### config.mk
export PLATFORM = sky130hd
export DESIGN_NAME = div_top
export DESIGN_NICKNAME = d
export VERILOG_FILES = /design/src/hw/div_pkg.sv /design/src/hw/div_top.sv /design/src/hw/div_result_sat.sv /design/src/hw/div_datapath.sv /design/src/hw/div_ctl.sv /design/src/hw/div_operand_prep.sv
export VERILOG_INCLUDE_DIRS = /design/src /design/src/hw
export SDC_FILE = /design/constraint.sdc
export NUM_CORES = 1
export LEC_CHECK = 0
export ABC_AREA = 1
export BUFFER_PORTS_ARGS = -buffer_cell sky130_fd_sc_hd__buf_2
export CAP_MARGIN = 40
export CORE_ASPECT_RATIO = 1.5
export CORE_UTILIZATION = 45
export CTS_BUF_LIST = sky130_fd_sc_hd__clkbuf_4 sky130_fd_sc_hd__clkbuf_8
export DETAILED_ROUTE_END_ITERATION = 10
export GPL_ROUTABILITY_DRIVEN = 0
export SYNTH_ARGS = -nofsm -noshare
export SYNTH_HDL_FRONTEND = slang
export SYNTH_HIERARCHICAL = 1
export SYNTH_SLANG_ARGS = --single-unit
### constraint.sdc
create_clock -name rclk -period 9 [get_ports rclk]
set_input_delay 1.8 -clock rclk [delete_from_list [all_inputs] [get_ports rclk]]
set_output_delay 1.8 -clock rclk [all_outputs]
set_load 0.05 [all_outputs]
### src/hw/div_config.svh
`ifndef DIV_CONFIG_SVH
`define DIV_CONFIG_SVH

//////////////////////////////
// Divider sizes
//////////////////////////////

// Operands, magnitudes, quotient and result
`define DIV_DWORD_W 64

// Y register, also the width of the 32-bit ops
`define DIV_WORD_W 32

// One quotient bit per step
`define DIV_ITER 64

// Step counter, wide enough for DIV_ITER
`define DIV_CNT_W 7

`endif
### src/hw/div_pkg.sv
`include "div_config.svh"

//////////////////////////////
// Shared divider types
//////////////////////////////

package div_pkg;

   // Full-width operand / result
   typedef logic [`DIV_DWORD_W-1:0] dword_t;

   // Y register and its write data
   typedef logic [`DIV_WORD_W-1:0] word_t;

   // Controller states
   // idle  waits for start
   // run   one restoring step per cycle
   // fix   result write, or clear on zero divisor
   typedef enum logic [1:0] {
      idle = 2'd0,
      run  = 2'd1,
      fix  = 2'd2
   } div_state_t;

endpackage

### src/hw/div_top.sv
`timescale 1ns/100ps
`include "div_config.svh"

module div_top
   import div_pkg::*;
(
   input  logic   rclk,
   input  logic   arst_n,
   input  logic   start,
   input  logic   div64,
   input  logic   is_signed,
   input  dword_t rs1,
   input  dword_t rs2,
   input  logic   y_wen,
   input  word_t  y_wdata,
   output logic   busy,
   output logic   done,
   output logic   div_zero,
   output dword_t result,
   output word_t  y
);

   dword_t dividend_mag;      // Operand magnitudes into the datapath
   dword_t divisor_mag;
   logic   q_neg;             // Quotient sign for the fix-up
   logic   divisor_zero;
   logic   load;              // Controller strobes
   logic   step;
   logic   fix;
   logic   clr;
   dword_t quotient;          // Unsigned quotient magnitude

   //////////////////////////////
   // Operand side
   //////////////////////////////

   div_operand_prep operand_prep_i (
      .rclk         (rclk),
      .arst_n       (arst_n),
      .y_wen        (y_wen),
      .y_wdata      (y_wdata),
      .div64        (div64),
      .is_signed    (is_signed),
      .rs1          (rs1),
      .rs2          (rs2),
      .y            (y),
      .dividend_mag (dividend_mag),
      .divisor_mag  (divisor_mag),
      .q_neg        (q_neg),
      .divisor_zero (divisor_zero)
   );

   div_ctl ctl_i (
      .rclk         (rclk),
      .arst_n       (arst_n),
      .start        (start),
      .divisor_zero (divisor_zero),
      .busy         (busy),
      .done         (done),
      .div_zero     (div_zero),
      .load         (load),
      .step         (step),
      .fix          (fix),
      .clr          (clr)
   );

   //////////////////////////////
   // Divide and result
   //////////////////////////////

   div_datapath datapath_i (
      .rclk         (rclk),
      .arst_n       (arst_n),
      .load         (load),
      .step         (step),
      .dividend_mag (dividend_mag),
      .divisor_mag  (divisor_mag),
      .quotient     (quotient)
   );

   div_result_sat result_sat_i (
      .rclk         (rclk),
      .arst_n       (arst_n),
      .load         (load),
      .fix          (fix),
      .clr          (clr),
      .div64        (div64),
      .is_signed    (is_signed),
      .q_neg        (q_neg),
      .quotient     (quotient),
      .result       (result)
   );

endmodule

### src/hw/div_result_sat.sv
`timescale 1ns/100ps
`include "div_config.svh"

module div_result_sat
   import div_pkg::*;
(
   input  logic   rclk,
   input  logic   arst_n,
   input  logic   load,
   input  logic   fix,
   input  logic   clr,
   input  logic   div64,
   input  logic   is_signed,
   input  logic   q_neg,
   input  dword_t quotient,
   output dword_t result
);

   localparam int WW = `DIV_WORD_W;

   logic   div64_q;       // Mode as seen at start
   logic   signed_q;
   logic   q_neg_q;
   dword_t sval;          // Quotient with sign applied, modulo 2^64
   logic   u32_fit;       // Upper 32 bits clear
   logic   s32_fit;       // Upper 33 bits all equal
   dword_t res_next;

   // Mode latch, operands may change after start
   always_ff @(posedge rclk or negedge arst_n) begin
      if (!arst_n) begin
         div64_q  <= 1'b0;
         signed_q <= 1'b0;
         q_neg_q  <= 1'b0;
      end else if (load) begin
         div64_q  <= div64;
         signed_q <= is_signed;
         q_neg_q  <= q_neg;
      end
   end

   //////////////////////////////
   // Sign and saturation
   //////////////////////////////

   assign sval    = q_neg_q ? (~quotient + 1'b1) : quotient;
   assign u32_fit = ~|quotient[2*WW-1:WW];
   assign s32_fit = (&sval[2*WW-1:WW-1]) | (~|sval[2*WW-1:WW-1]);

   always_comb begin
      if (div64_q) begin
         res_next = sval;                                  // Truncated toward zero
      end else if (!signed_q) begin
         res_next = u32_fit ? {{WW{1'b0}}, quotient[WW-1:0]}
                            : {{WW{1'b0}}, {WW{1'b1}}};    // 0xFFFFFFFF
      end else if (s32_fit) begin
         res_next = {{WW{sval[WW-1]}}, sval[WW-1:0]};      // Sign extended
      end else if (q_neg_q) begin
         res_next = {{(WW+1){1'b1}}, {(WW-1){1'b0}}};      // Most negative word
      end else begin
         res_next = {{(WW+1){1'b0}}, {(WW-1){1'b1}}};      // 0x7FFFFFFF
      end
   end

   // Result register, held until the next finish
   always_ff @(posedge rclk or negedge arst_n) begin
      if (!arst_n) begin
         result <= '0;
      end else if (clr) begin
         result <= '0;                                      // Divide by zero
      end else if (fix) begin
         result <= res_next;
      end
   end

endmodule

### src/hw/div_datapath.sv
`timescale 1ns/100ps
`include "div_config.svh"

module div_datapath
   import div_pkg::*;
(
   input  logic   rclk,
   input  logic   arst_n,
   input  logic   load,
   input  logic   step,
   input  dword_t dividend_mag,
   input  dword_t divisor_mag,
   output dword_t quotient
);

   localparam int DW = `DIV_DWORD_W;

   logic [2*DW-1:0] d_q;          // Partial remainder above, dividend/quotient below
   dword_t          x_q;          // Divisor magnitude
   logic [DW:0]     adder_a;      // Remainder after the left shift, 65 bits
   logic [DW:0]     adder_b;      // Inverted divisor
   logic [DW+1:0]   adder_sum;    // Carry out on top
   logic            new_q;        // Quotient bit of this step
   dword_t          rem_next;     // Restored or reduced remainder

   //////////////////////////////
   // Subtract adder
   //////////////////////////////

   // Shift left one, top bit moves into the adder's 65th bit
   assign adder_a = d_q[2*DW-1:DW-1];
   assign adder_b = ~{1'b0, x_q};

   // a - x as a + ~x + 1
   assign adder_sum = {1'b0, adder_a} + {1'b0, adder_b} + 1'b1;
   assign new_q     = adder_sum[DW+1];   // No borrow, divisor fits

   // Keep the difference only when the divisor fit
   assign rem_next = new_q ? adder_sum[DW-1:0] : adder_a[DW-1:0];

   //////////////////////////////
   // D and X registers
   //////////////////////////////

   always_ff @(posedge rclk) begin
      if (load) begin
         d_q <= {{DW{1'b0}}, dividend_mag};   // Remainder starts at zero
         x_q <= divisor_mag;
      end else if (step) begin
         // Quotient bit enters at the bottom as the dividend shifts out
         d_q <= {rem_next, d_q[DW-2:0], new_q};
      end
   end

   assign quotient = d_q[DW-1:0];            // Final after the last step

   //////////////////////////////
   // Checks
   //////////////////////////////

   // Controller never steps while loading
   load_step_a: assert property (
      @(posedge rclk) disable iff (!arst_n) !(load && step)
   ) else $error("step issued in the load cycle");

endmodule

### src/hw/div_ctl.sv
`timescale 1ns/100ps
`include "div_config.svh"

module div_ctl
   import div_pkg::*;
(
   input  logic rclk,
   input  logic arst_n,
   input  logic start,
   input  logic divisor_zero,
   output logic busy,
   output logic done,
   output logic div_zero,
   output logic load,
   output logic step,
   output logic fix,
   output logic clr
);

   // Index of the final step
   localparam logic [`DIV_CNT_W-1:0] LAST_STEP = `DIV_CNT_W'(`DIV_ITER - 1);

   div_state_t             state;
   logic [`DIV_CNT_W-1:0]  cnt;       // Steps taken so far
   logic                   zero_q;    // Divisor was zero at load

   //////////////////////////////
   // Strobes
   //////////////////////////////

   assign load = start & (state == idle);     // Start ignored while busy
   assign step = (state == run);
   // Enum value shares the strobe's name, so scope it
   assign fix  = (state == div_pkg::fix) & ~zero_q;
   assign clr  = (state == div_pkg::fix) & zero_q;
   assign busy = (state != idle);

   //////////////////////////////
   // FSM and step counter
   //////////////////////////////

   always_ff @(posedge rclk or negedge arst_n) begin
      if (!arst_n) begin
         state    <= idle;
         cnt      <= '0;
         zero_q   <= 1'b0;
         done     <= 1'b0;
         div_zero <= 1'b0;
      end else begin
         done <= fix | clr;                 // One cycle after the write strobe
         if (fix | clr) begin
            div_zero <= clr;                 // Held until the next finish
         end
         case (state)
            idle: begin
               if (load) begin
                  cnt    <= '0;
                  zero_q <= divisor_zero;    // Sampled only with start
                  // Zero divisor skips the steps
                  state  <= divisor_zero ? div_pkg::fix : run;
               end
            end
            run: begin
               cnt <= cnt + 1'b1;
               if (cnt == LAST_STEP) begin
                  state <= div_pkg::fix;     // 64th step this cycle
               end
            end
            default: begin
               state <= idle;                // Result written, back to idle
            end
         endcase
      end
   end

   //////////////////////////////
   // Checks
   //////////////////////////////

   // Result write only after the full step count
   step_count_a: assert property (
      @(posedge rclk) disable iff (!arst_n) fix |-> (cnt == `DIV_ITER)
   ) else $error("fix issued before all divide steps were taken");

   // done is a single-cycle pulse
   done_pulse_a: assert property (
      @(posedge rclk) disable iff (!arst_n) done |=> !done
   ) else $error("done held for more than one cycle");

endmodule

### src/hw/div_operand_prep.sv
`timescale 1ns/100ps
`include "div_config.svh"

module div_operand_prep
   import div_pkg::*;
(
   input  logic   rclk,
   input  logic   arst_n,
   input  logic   y_wen,
   input  word_t  y_wdata,
   input  logic   div64,
   input  logic   is_signed,
   input  dword_t rs1,
   input  dword_t rs2,
   output word_t  y,
   output dword_t dividend_mag,
   output dword_t divisor_mag,
   output logic   q_neg,
   output logic   divisor_zero
);

   dword_t dividend;            // Full 64-bit dividend
   dword_t divisor;             // Sign/zero extended divisor
   logic   dividend_neg;        // Signed op, dividend below zero
   logic   divisor_neg;         // Signed op, divisor below zero
   logic   rs2_sext;            // Fill for upper divisor half

   //////////////////////////////
   // Y register
   //////////////////////////////

   always_ff @(posedge rclk or negedge arst_n) begin
      if (!arst_n) begin
         y <= '0;
      end else if (y_wen) begin
         y <= y_wdata;           // Writable any time
      end
   end

   //////////////////////////////
   // Operand assembly
   //////////////////////////////

   // 32-bit ops take Y as the upper dividend word
   assign dividend = div64 ? rs1 : {y, rs1[`DIV_WORD_W-1:0]};

   // Only the low word of rs2 counts on 32-bit ops
   assign rs2_sext = is_signed & rs2[`DIV_WORD_W-1];
   assign divisor  = div64 ? rs2
                           : {{`DIV_WORD_W{rs2_sext}}, rs2[`DIV_WORD_W-1:0]};

   // Sign bits, ignored for unsigned
   assign dividend_neg = is_signed & dividend[`DIV_DWORD_W-1];
   assign divisor_neg  = is_signed & divisor[`DIV_DWORD_W-1];

   // Magnitudes, most negative value maps to 2^63 unsigned
   assign dividend_mag = dividend_neg ? (~dividend + 1'b1) : dividend;
   assign divisor_mag  = divisor_neg ? (~divisor + 1'b1) : divisor;

   assign q_neg        = dividend_neg ^ divisor_neg;   // Quotient sign
   assign divisor_zero = ~|divisor;                     // Low word only on 32-bit ops

   //////////////////////////////
   // Checks
   //////////////////////////////

   // Y stays known once out of reset
   y_known_a: assert property (
      @(posedge rclk) disable iff (!arst_n) !$isunknown(y)
   ) else $error("Y register holds unknown bits");

endmodule

* Yosys cells after proc, flatten, opt, wreduce, memory -nomap -nowiden
Index checks and enable logic that the tools add are counted.
** Word-level totals
- Register bits after elaboration :: 303
- Word-level logic and storage cells :: 73
- Bits in latches :: 0
- Output and inout port bits :: 99
- Bits in read-only memories :: 0
- Memories :: 0
- Bits in writable memories :: 0
- Input port bits :: 166
** Operators by class
- Equality and inequality tests :: 5
- $add $sub $neg :: 6
- Bitwise operators :: 14
- Shift operators :: 0
- Magnitude comparators :: 0
- Reductions and logical operators :: 14
- Multipliers :: 0
- Multiplexer cells :: 21
- Divide/modulo/power cells :: 0
** Operator list (count)
- $mux 64 :: 14
- $add 64x1->64 const B :: 3
- $not 64->64 :: 3
- $add 65x65->66 :: 1
- $add 66x1->66 const B :: 1
- $not 64->65 :: 1
- $reduce_or 64->1 :: 1
- $reduce_and 33->1 :: 1
- $reduce_or 33->1 :: 1
- $mux 32 :: 1
- $reduce_or 32->1 :: 1
- $pmux 7 s2 :: 1
- $reduce_bool 2->1 :: 4
- $add 7x1->7 const B :: 1
- $eq 7x6->1 const B :: 1
- $mux 7 :: 1
- $and 1x1->1 :: 6
- $mux 2 :: 3
- $reduce_and 2->1 :: 3
- $pmux 2 s2 :: 1
- $eq 2x1->1 const B :: 1
- $eq 2x2->1 const B :: 1
- $logic_not 1->1 :: 2
- $logic_not 2->1 :: 1
- 5 further kinds :: 6

* Logic depth before layout (Yosys ltp)
Gate-level depths: netlist of the first run.
- Depth after elaboration :: 11
- Gate-level depth with buffers :: 24
- Depth with buffers taken out :: 22

* Modules after synthesis
Netlist of the first run, hierarchy kept.
** By module, submodules not included
- div_datapath :: area each 14408.8 µm², seq. area each 5124.9 µm², cells an instance 2188, instances 1
- div_result_sat :: area each 7470.9 µm², seq. area each 1676.6 µm², cells an instance 1276, instances 1
- div_operand_prep :: area each 6621.4 µm², seq. area each 800.8 µm², cells an instance 1297, instances 1
- div_ctl :: area each 616.8 µm², seq. area each 300.3 µm², cells an instance 75, instances 1

* Least setup slack after synthesis of the first run
OpenSTA, ideal clock, no wires.
- Kind :: input to register
- From :: input port start
- To :: register datapath_i.d_q[0] (enable)
- Setup time :: 0.454 ns
- Path slack :: 1.249 ns
- Required time :: 8.546 ns
- Arrival time :: 7.297 ns
- Buffers on the path :: 1
- Stages :: 5
- Path through :: nand2_2 nor2_1 nor2_1 clkinv_1 clkbuf_1
** On the way
- Cells in the longest elaborated chain, start to end :: 2
** Ends and longest elaborated chain
- start, declared :: line div_top.sv:9 : input logic start,
- $and 1x1->1 :: line div_ctl.sv:31 : assign load = start & (state == idle);
- via load :: line div_top.sv:27 : logic load;
- $reduce_bool 2->1 (no source line)
- end signal, assigned :: line div_datapath.sv:47 : d_q <= {{DW{1'b0}}, dividend_mag};
- end signal, assigned :: line div_datapath.sv:51 : d_q <= {rem_next, d_q[DW-2:0], new_q};
- end, declared :: line div_datapath.sv:18 : logic [2*DW-1:0] d_q;
The timed path passes the listed nets, and every way through them passes these cells.
A chain may end at the register's enable or synchronous reset.

* Worst setup path after layout of the first run
- From :: input port div64
- To :: register datapath_i.x_q[50], data pin
** On the way
- Cells in the longest elaborated chain, start to end :: 4
- Elaborated cells between the ends (all ways) :: 5
- Those cells by class :: 1 x add/sub; 2 x mux; 2 x bitwise
** Ends and longest elaborated chain
- start, declared :: line div_top.sv:10 : input logic div64,
- $mux 64 * :: line div_operand_prep.sv:49 : assign divisor = div64 ? rs2
- $not 64->64 :: line div_operand_prep.sv:58 : assign divisor_mag = divisor_neg ? (~divisor + 1'b1) : divisor;
- $add 64x1->64 :: line div_operand_prep.sv:58
- $mux 64 * :: line div_operand_prep.sv:58
- via divisor_mag[50] :: line div_top.sv:24 : dword_t divisor_mag;
- end signal, assigned :: line div_datapath.sv:48 : x_q <= divisor_mag;
- end, declared :: line div_datapath.sv:19 : dword_t x_q;
The timed path passes the listed nets; every way through them passes the cells marked *.

==> results.cfg, run 1 <==
[outcome]
run_status = finished clean

[yosys]
synth_nets = 5072
yosysTopAreaCell = nand2_1
synth.top_cell.area_share = 0.249
avgSynthCellArea_um2 = 6.02
synthArstFlopShare = 0.366
ys_types = 53
synth-main-ff-cell = edfxtp_1
synth-simple-area-share = 0.450
yosys_warnings = 6
yosysSeqAreaShare = 0.271
syn_area_um2 = 29100
syn_inst = 4836
synth-compound-area-share = 0.0536
synth_top_family_by_area = simple AND/OR/NAND/NOR gates
ys_seq_elements = 303
synth_edf_count = 128
synthTopCellsByArea = nand2_1, edfxtp_1, inv_1, dfrtp_1, nand3_1
synth-xor-area-share = 0.0451
synthMuxAreaShare = 0.00155
synth_fa_ha_area_frac = 0.0303

[setup_path]
endpoint_kind = register
worst_r2r_startpoint = result_sat_i/q_neg_q$_DFFE_PN0P_
path_class = in -> reg
crit_required_ns = 9.46
arrival_ns = 5.00
critPathMaxFanout = 96
startpoint_type = input pin
reg2reg_to = result_sat_i/result[0]$_DFFE_PN0P_
ff2ff_path_depth = 19
reg2reg_slack_ns = 5.10

[layout]
final_cell_area_um2 = 31500
final_cell_mix = nand2_1, inv_1, nor2_1
area_growth_pct = 8.19
nets = 5206
layout_commonest_cell = nand2_1
fillCellCount = 6974
drive_above_1_share = 0.125

[routing]
ant_nets = 0
drt_iter0_drc = 1850
vias = 29916
drc = 0
dr.pass1.iters = 5
viasPerCell = 5.14
routed_wl_mm = 109
wl_per_cell_um = 18.7

[power_and_ir_drop]
p_leak_nw = 17.8
power.switching_mw = 0.968
swShare = 0.291
combinationalPowerShare = 0.134
vdd_drop_max_mv = 0.119
p_int_mw = 2.36
seqPwrFrac = 0.439
power_density_nw_per_um2 = 106
pwr-share-clk = 0.426

[clock_tree]
cts.sinks = 303
post_cts_resize_count = 0
cts_tree = built
clockBufferDepth = 3
clk_latency_ns = 0.72
cts.hold.buffers_added = 0
clk_pin_slew_ns = 0.06
root_buffer = clkbuf_8
htreeDepth = 2
post_cts_buffers = 0
numCtsBuffers = 52

[global_routing]
grt_max_degree = 97
gr-total-overflow = 0
grt_pass1_wl_mm = 166
grt_pass1_vias = 29728
antenna_found_initial = 6
track_usage = 0.332

[floorplan]
start_util = 0.458
num_io_pins = 265
core_um2 = 63600
die_h_um = 314
die_area_um2 = 65700
die_x_um = 210
fp-row-count = 113

[placed_design]
numPortBuffers = 264
placed_cell_area_um2 = 30400
dpl.hpwl_mm = 86.8

[sta]
slew_viol_final = 0
post-route-period-util = 0.504
timing.setup.tns_ns = 0
fmax_ghz = 0.220
hold_viol = 0
slew_headroom = 0.389
holdWs_ns = 0.474
finalSetupViolCount = 0
worst-slew-pin-transition_ns = 0.914
fin_skew_ns = 0.0566
rsz0062_at_grt = no
min_period_ns = 4.54

[worst_hold_path]
hp-class = reg -> reg
holdPathEnd = datapath_i/d_q[106]$_SDFFE_PP0P_
hold_depth = 2
hold_start = datapath_i/d_q[106]$_SDFFE_PP0P_

[job]
cap_viol_max_count = 0
==> state kept, by name (all words and copies together), names as in the netlist <==
| name | cells |
|---|---|
| datapath_i/x_q | 64 |
| ctl_i/done | 1 |
| result_sat_i/signed_q | 1 |
| operand_prep_i/y | 32 |
| result_sat_i/result | 64 |
| result_sat_i/div64_q | 1 |
| ctl_i/zero_q | 1 |
| datapath_i/d_q | 128 |
| ctl_i/state | 2 |
| result_sat_i/q_neg_q | 1 |
| ctl_i/div_zero | 1 |
| ctl_i/cnt | 7 |
==> how the worst max path moves through the flow <==
| stage | startpoint | to |
|---|---|---|
| final | div64 | datapath_i/x_q[50]$_DFFE_PP_ |
| after global routing | div64 | datapath_i/x_q[50]$_DFFE_PP_ |
| after CTS | div64 | datapath_i/x_q[50]$_DFFE_PP_ |
| after detailed placement | div64 | datapath_i/x_q[50]$_DFFE_PP_ |
| after global placement | div64 | datapath_i/x_q[50]$_DFFE_PP_ |
| after floorplan | start | datapath_i/d_q[0]$_DFFE_PP_ |
==> per-layer routing <==
layer / GRT usage / share of wire / vias to the layer above
met3: 0.0416 / 0.041 / 416
met2: 0.625 / 0.52 / 895
met1: 0.313 / 0.34 / 13621
met4: 0.299 / 0.10 / 0
li1: - / - / 14984
met5: 0 / 0 / -
==> stage by stage <==
step | instances | worst slack [ns] | power, mW | utilization
after floorplan | 4836 | 1.25 | 1.77 | -
after global placement | 5717 | 3.83 | 1.93 | 0.475
after detailed placement | 5721 | 3.73 | 1.93 | 0.477
after CTS | 5817 | 4.50 | 3.36 | 0.495
after global routing | 5822 | 4.12 | 3.46 | 0.495
final | 5822 | 4.46 | 3.33 | 0.495
==> power by group through the flow <==
stage	logic [mW]	registers (mW)	clock network [mW]
finish	0.447	1.46	1.42
global route	0.490	1.46	1.50
CTS	0.445	1.46	1.46
detailed placement	0.443	1.49	0
global placement	0.438	1.49	0
floorplan	0.237	1.53	0
==> Yosys cell counts, types with 21 or more instances <==
cell and n:
a21oi_1 99, buf_2 39, buf_4 77, clkbuf_1 56, dfrtp_1 111, dfxtp_1 64, edfxtp_1 128, ha_1 69
inv_1 755, inv_2 21, nand2_1 1933, nand2_2 64, nand3_1 341, nand3_2 51, nand3b_1 49, nand4_1 40
nor2_1 435, nor2_2 39, nor3_1 25, o21ai_0 122, o21ai_1 36, xnor2_1 43, xor2_1 107
==> cell type report <==
| cell class | instances | area [µm²] | area share |
|---|---|---|---|
| clock buffers | 87 | 1020 | 0.0324 |
| clock inverters | 9 | 116 | 0.00369 |
| repair buffers | 284 | 1560 | 0.0494 |
| inverters | 779 | 2930 | 0.0930 |
| flip-flops and latches | 303 | 7910 | 0.251 |
| diodes | 5 | 12.5 | 0.000397 |
| multi-input cells | 3550 | 17000 | 0.538 |
| well taps | 805 | 1010 | 0.0320 |
==> kinds of logic (layout without fill, tap and decap cells) <==
group,Yosys count,count (layout)
mux,4,4
other cells,0,5
buf+inv,983,1159
fa+ha+maj,70,70
simple gates,3036,3036
xor+xnor,150,150
compound gates,290,290
flops,303,303
==> worst max-delay path, stage by stage <==
cell and delay [ns]:
buf_4 0.11, buf_4 0.69, nand2_1 0.20, nand2_1 0.14, nand2_1 0.55, inv_2 0.92, o21ai_0 0.28, nand2_1 0.13
nand2_1 0.05, nand2_1 0.06, inv_1 0.03
No activity file was read; power rests on OpenSTA's default activity.
==> inputs of run 2 (changes only) <==
Clock period 9 ns to 4.5 ns, I/O delays scaled along.
==> run 2 against run 1 <==
Effect of this change:
- via count rose by 0.14%
- global-route usage rose by 0.36 points
- combinational power rose by 100%
- power rose by 99%
- critical path type is now reg -> reg
==> results.cfg, run 2 (same netlist as run 1, synthesis figures left out) <==
[layout]
area_growth_pct = 8.16
layout_commonest_cell = nand2_1
seq_area_um2 = 7910
fin_util = 0.495
fillCellCount = 7086
final_cell_mix = nand2_1, inv_1, nor2_1
top_register = datapath_i/d_q
final_cell_area_um2 = 31500
top_regs = datapath_i/d_q x128, datapath_i/x_q x64, result_sat_i/result x64
nets = 5211
largest_register_ff_count = 128
drive_above_1_share = 0.125
multi_input_area_um2 = 17000

[clock_tree]
clockBufferDepth = 3
htreeDepth = 2
numCtsBuffers = 52
cts_tree = built
clk_latency_ns = 0.72
post_cts_resize_count = 0
post_cts_buffers = 0
clk_pin_slew_ns = 0.07
cts.sinks = 303
root_buffer = clkbuf_8
cts.hold.buffers_added = 0

[setup_path]
max_stage_delay_ns = 0.59
crit_family = simple AND/OR/NAND/NOR gates
path_class = reg -> reg
startpoint_type = register
path_cells = nor2_1 > nand2_1 > nor2_2 > nand2_1 > nor2_2 > nand2_1 > nand2_1 > nand2_1 > nand2_1 > nand3_1 > nor2_1 > nand2_1 > nor2_4 > nand3_4 > nand2_4 > nand2_1 > nand3_1 > nand2_1 > nand2_1 > nand2_1
endpoint_kind = register
worst-path-buf-inv = 0
cp_common_cell = nand2_1
slowest_stage = edfxtp_1
critPathMaxFanout = 31
arrival_ns = 3.93
crit_required_ns = 5.07

[sta]
fin_skew_ns = 0.0615
timing.setup.tns_ns = 0
hold_viol = 0
fmax_ghz = 0.297
slew_viol_final = 0
worst-slew-pin-transition_ns = 0.878
finalSetupViolCount = 0
post-route-period-util = 0.748
holdWs_ns = 0.224
min_period_ns = 3.36
rsz0062_at_grt = no
slew_headroom = 0.415

[routing]
drc = 0
dr.pass1.iters = 5
viasPerCell = 5.14
routed_wl_mm = 110
vias = 29957
wl_per_cell_um = 18.9
drt_iter0_drc = 2078
ant_nets = 0

[placed_design]
dpl.hpwl_mm = 88.4
placed_cell_area_um2 = 30400
numPortBuffers = 264

[job]
cap_viol_max_count = 0

[floorplan]
die_h_um = 314
num_io_pins = 265
core_um2 = 63600
fp-row-count = 113
die_x_um = 210
start_util = 0.458
die_area_um2 = 65700

[outcome]
run_status = finished clean

[global_routing]
grt_pass1_vias = 29933
grt_max_degree = 80
grt_pass1_wl_mm = 167
track_usage = 0.336
gr-total-overflow = 0
antenna_found_initial = 6

[power_and_ir_drop]
p_leak_nw = 17.8
vdd_drop_max_mv = 0.227
total_power_mw = 6.61
power_density_nw_per_um2 = 210

[worst_hold_path]
hp-class = in -> async
-- run 2: power by group --
part | internal (mW) | total [mW] | switching (mW)
Combinational | 0.260 | 0.904 | 0.644
Clock | 1.47 | 2.78 | 1.32
Sequential | 2.90 | 2.92 | 0.0171
-- run 2: worst paths after layout --
| path | from | to | slack (ns) | cells after the start |
|---|---|---|---|---|
| min in group rclk | y_wdata[23] | operand_prep_i/y[23]$_DFFE_PN0P_ | 0.39 | 3 |
| setup / recovery | datapath_i/d_q[18]$_DFFE_PP_ | result_sat_i/result[0]$_DFFE_PN0P_ | 1.14 | 20 |
| max in group asynchronous | arst_n | result_sat_i/result[19]$_DFFE_PN0P_ | 3.38 | 2 |
| setup reg to reg | datapath_i/d_q[18]$_DFFE_PP_ | result_sat_i/result[0]$_DFFE_PN0P_ | 1.14 | 20 |
| hold / removal | arst_n | operand_prep_i/y[21]$_DFFE_PN0P_ | 0.22 | 1 |
| hold reg to reg | datapath_i/d_q[107]$_SDFFE_PP0P_ | datapath_i/d_q[107]$_SDFFE_PP0P_ | 0.47 | 2 |
-- run 2: area by class of cell --
cell class | instances | area share
multi-input combinational | 3550 | 0.538
sequential | 303 | 0.251
inverter | 779 | 0.0930
timing repair buffer | 289 | 0.0503
tap | 805 | 0.0320
clock buffer | 76 | 0.0300
clock inverter | 19 | 0.00501
antenna | 4 | 0.000318
-- run 2: metal layers --
metal  global-route usage  up-vias  wire, µm
met5                    0        -        26
met2                0.623      944     56500
met4                0.328        4     12300
li1                     -    15013         -
met1                0.311    13507     36700
met3               0.0484      489      4900
-- run 2: metrics by stage --
| step | setup slack [ns] | std cells |
|---|---|---|
| 6_report | 1.14 | 5825 |
| 5_1_grt | 0.837 | 5824 |
| 4_1_cts | 1.18 | 5821 |
| 3_5_place_dp | 0.908 | 5726 |
| 3_3_place_gp | 0.898 | 5724 |
| 2_1_floorplan | 0.752 | 4836 |
==> inputs of run 3 (changes only) <==
Clock period 4.5 ns to 3.35 ns, I/O delays scaled along.
==> run 3 against run 2 <==
Effect of this change:
- largest cell class unchanged
- highest routed layer unchanged
- clock power is 42% higher
- largest power group is now the clock network
- power is 37% higher
- core utilization is 0.79 points higher
- count of clock-buffer cells in the layout is 4 lower
- combinational power is 34% higher
- via count is 1.5% higher
==> results.cfg, run 3 (same netlist as run 1, synthesis figures left out) <==
[setup_path]
startpoint_type = register
crit_required_ns = 3.93
crit_family = simple AND/OR/NAND/NOR gates
arrival_ns = 3.66
path_class = reg -> reg
max_stage_delay_ns = 0.56
endpoint_kind = register
slowest_stage = edfxtp_1
worst-path-buf-inv = 1
path_cells = nor2_1 > nand2_2 > nor2_2 > nand2_2 > a21oi_2 > nand3_1 > nand2_1 > nand2_1 > nor2_1 > nand2_1 > nor2_2 > nand3_4 > nand2_4 > buf_12 > nand2_2 > nand3_2 > nand2_1 > nand2_1 > nand2_1
critPathMaxFanout = 24
cp_common_cell = nand2_1

[layout]
largest_register_ff_count = 128
area_growth_pct = 9.88
final_cell_count_no_fill = 5872
drive_above_1_share = 0.132
fillCellCount = 6979
nets = 5249
final_cell_mix = nand2_1, inv_1, nor2_1
top_register = datapath_i/d_q
top_regs = datapath_i/d_q x128, datapath_i/x_q x64, result_sat_i/result x64
layout_commonest_cell = nand2_1

[routing]
drt_iter0_drc = 1799
wl_met2_mm = 57.9
dr.pass1.iters = 8
routed_wl_mm = 112
ant_nets = 0
viasPerCell = 5.18
wl_per_cell_um = 19.1
drc = 0
met3_length_mm = 4.76
vias = 30405
routed.top_layer = met5
wl_met1_mm = 37.6

[sta]
rsz0062_at_grt = no
timing.setup.tns_ns = 0
worst-slew-pin-transition_ns = 0.897
fmax_ghz = 0.324
holdWs_ns = 0.177
hold_viol = 0
finalSetupViolCount = 0
slew_viol_final = 0
min_period_ns = 3.08
post-route-period-util = 0.920
fin_skew_ns = 0.0359
slew_headroom = 0.401

[global_routing]
grt_max_degree = 102
gr-total-overflow = 0
track_usage = 0.340
antenna_found_initial = 12
grt_pass1_vias = 30126
grt_pass1_wl_mm = 169

[floorplan]
core_um2 = 63600
num_io_pins = 265
start_util = 0.458
die_area_um2 = 65700
die_h_um = 314
fp-row-count = 113
die_x_um = 210

[clock_tree]
clockBufferDepth = 3
cts_tree = built
clk_pin_slew_ns = 0.07
root_buffer = clkbuf_8
numCtsBuffers = 53
htreeDepth = 2
clk_latency_ns = 0.72
cts.sinks = 303

[power_and_ir_drop]
vdd_drop_max_mv = 0.371
p_leak_nw = 18.0
power_density_nw_per_um2 = 284

[worst_hold_path]
hp-class = in -> reg

[placed_design]
dpl.hpwl_mm = 89.5
dp_cells = 5752
numPortBuffers = 264

[job]
cap_viol_max_count = 0

[outcome]
run_status = finished clean
==> run 3: cell types whose count changed in the layout (fill, tap and decap cells not counted), moves of 2 or more <==
| cell | before | now |
|---|---|---|
| clkbuf_4 | 16 | 13 |
| diode_2 | 4 | 10 |
| o21ai_0 | 122 | 120 |
| clkinvlp_4 | 0 | 6 |
| buf_12 | 4 | 12 |
| buf_4 | 22 | 49 |
| nor2_1 | 430 | 428 |
| bufinv_16 | 2 | 5 |
==> run 3: worst reg2reg max path: stages, from the launching register on <==
cell,delay (ns)
edfxtp_1,0.56
nor2_1,0.23
nand2_2,0.10
nor2_2,0.14
nand2_2,0.13
a21oi_2,0.26
nand3_1,0.20
nand2_1,0.14
nand2_1,0.05
nor2_1,0.13
nand2_1,0.09
nor2_2,0.12
nand3_4,0.17
nand2_4,0.14
buf_12,0.21
nand2_2,0.07
nand3_2,0.06
nand2_1,0.05
nand2_1,0.05
nand2_1,0.05
==> run 3: power breakdown <==
| group | switching [mW] | internal, mW | total, mW |
|---|---|---|---|
| clock | 1.80 | 2.15 | 3.95 |
| combinational | 0.853 | 0.358 | 1.21 |
| sequential | 0.0230 | 3.90 | 3.92 |
==> run 3: timing repair <==
item,CTS,global route
hold endpoints to repair,7,0
hold buffers,1,0
resized for setup,0,9
setup buffers,0,9
endpoints found under the setup margin,0,31
==> run 3: worst paths after layout <==
path	depth (start not counted)	slack, ns	startpoint	to
setup / recovery	19	0.27	datapath_i/d_q[10]$_DFFE_PP_	result_sat_i/result[18]$_DFFE_PN0P_
hold / removal	3	0.18	y_wdata[8]	operand_prep_i/y[8]$_DFFE_PN0P_
setup reg to reg	19	0.27	datapath_i/d_q[10]$_DFFE_PP_	result_sat_i/result[18]$_DFFE_PN0P_
hold reg to reg	2	0.47	datapath_i/d_q[109]$_SDFFE_PP0P_	datapath_i/d_q[109]$_SDFFE_PP0P_
max in group asynchronous	3	2.10	arst_n	result_sat_i/div64_q$_DFFE_PN0P_
min in group asynchronous	2	0.33	arst_n	operand_prep_i/y[13]$_DFFE_PN0P_
==> run 3: layout make-up <==
type	count	area [µm²]	area share
antenna	10	25.0	0.000782
clock buffer	72	910	0.0284
clock inverter	27	268	0.00837
inverter	779	2930	0.0916
multi-input combinational	3551	17000	0.531
sequential	303	7910	0.247
tap	805	1010	0.0315
timing repair buffer	325	1960	0.0612
==> run 3: routing by layer <==
metal,GRT usage,vias to the layer above
met5,0,-
met4,0.313,4
met3,0.0503,485
met2,0.638,967
met1,0.314,13837
li1,-,15112
==> run 3: metrics by stage <==
| stage | util | total power [mW] | setup WS, ns | instance area [µm²] |
|---|---|---|---|---|
| finish | 0.503 | 9.09 | 0.268 | 32000 |
| global route | 0.503 | 9.46 | 0.00195 | 32000 |
| CTS | 0.501 | 9.18 | 0.230 | 31900 |
| detailed placement | 0.482 | 5.20 | 0.260 | 30700 |
| global placement | 0.481 | 5.19 | 0.264 | 30600 |
| floorplan | - | 4.76 | 0.186 | 29100 |
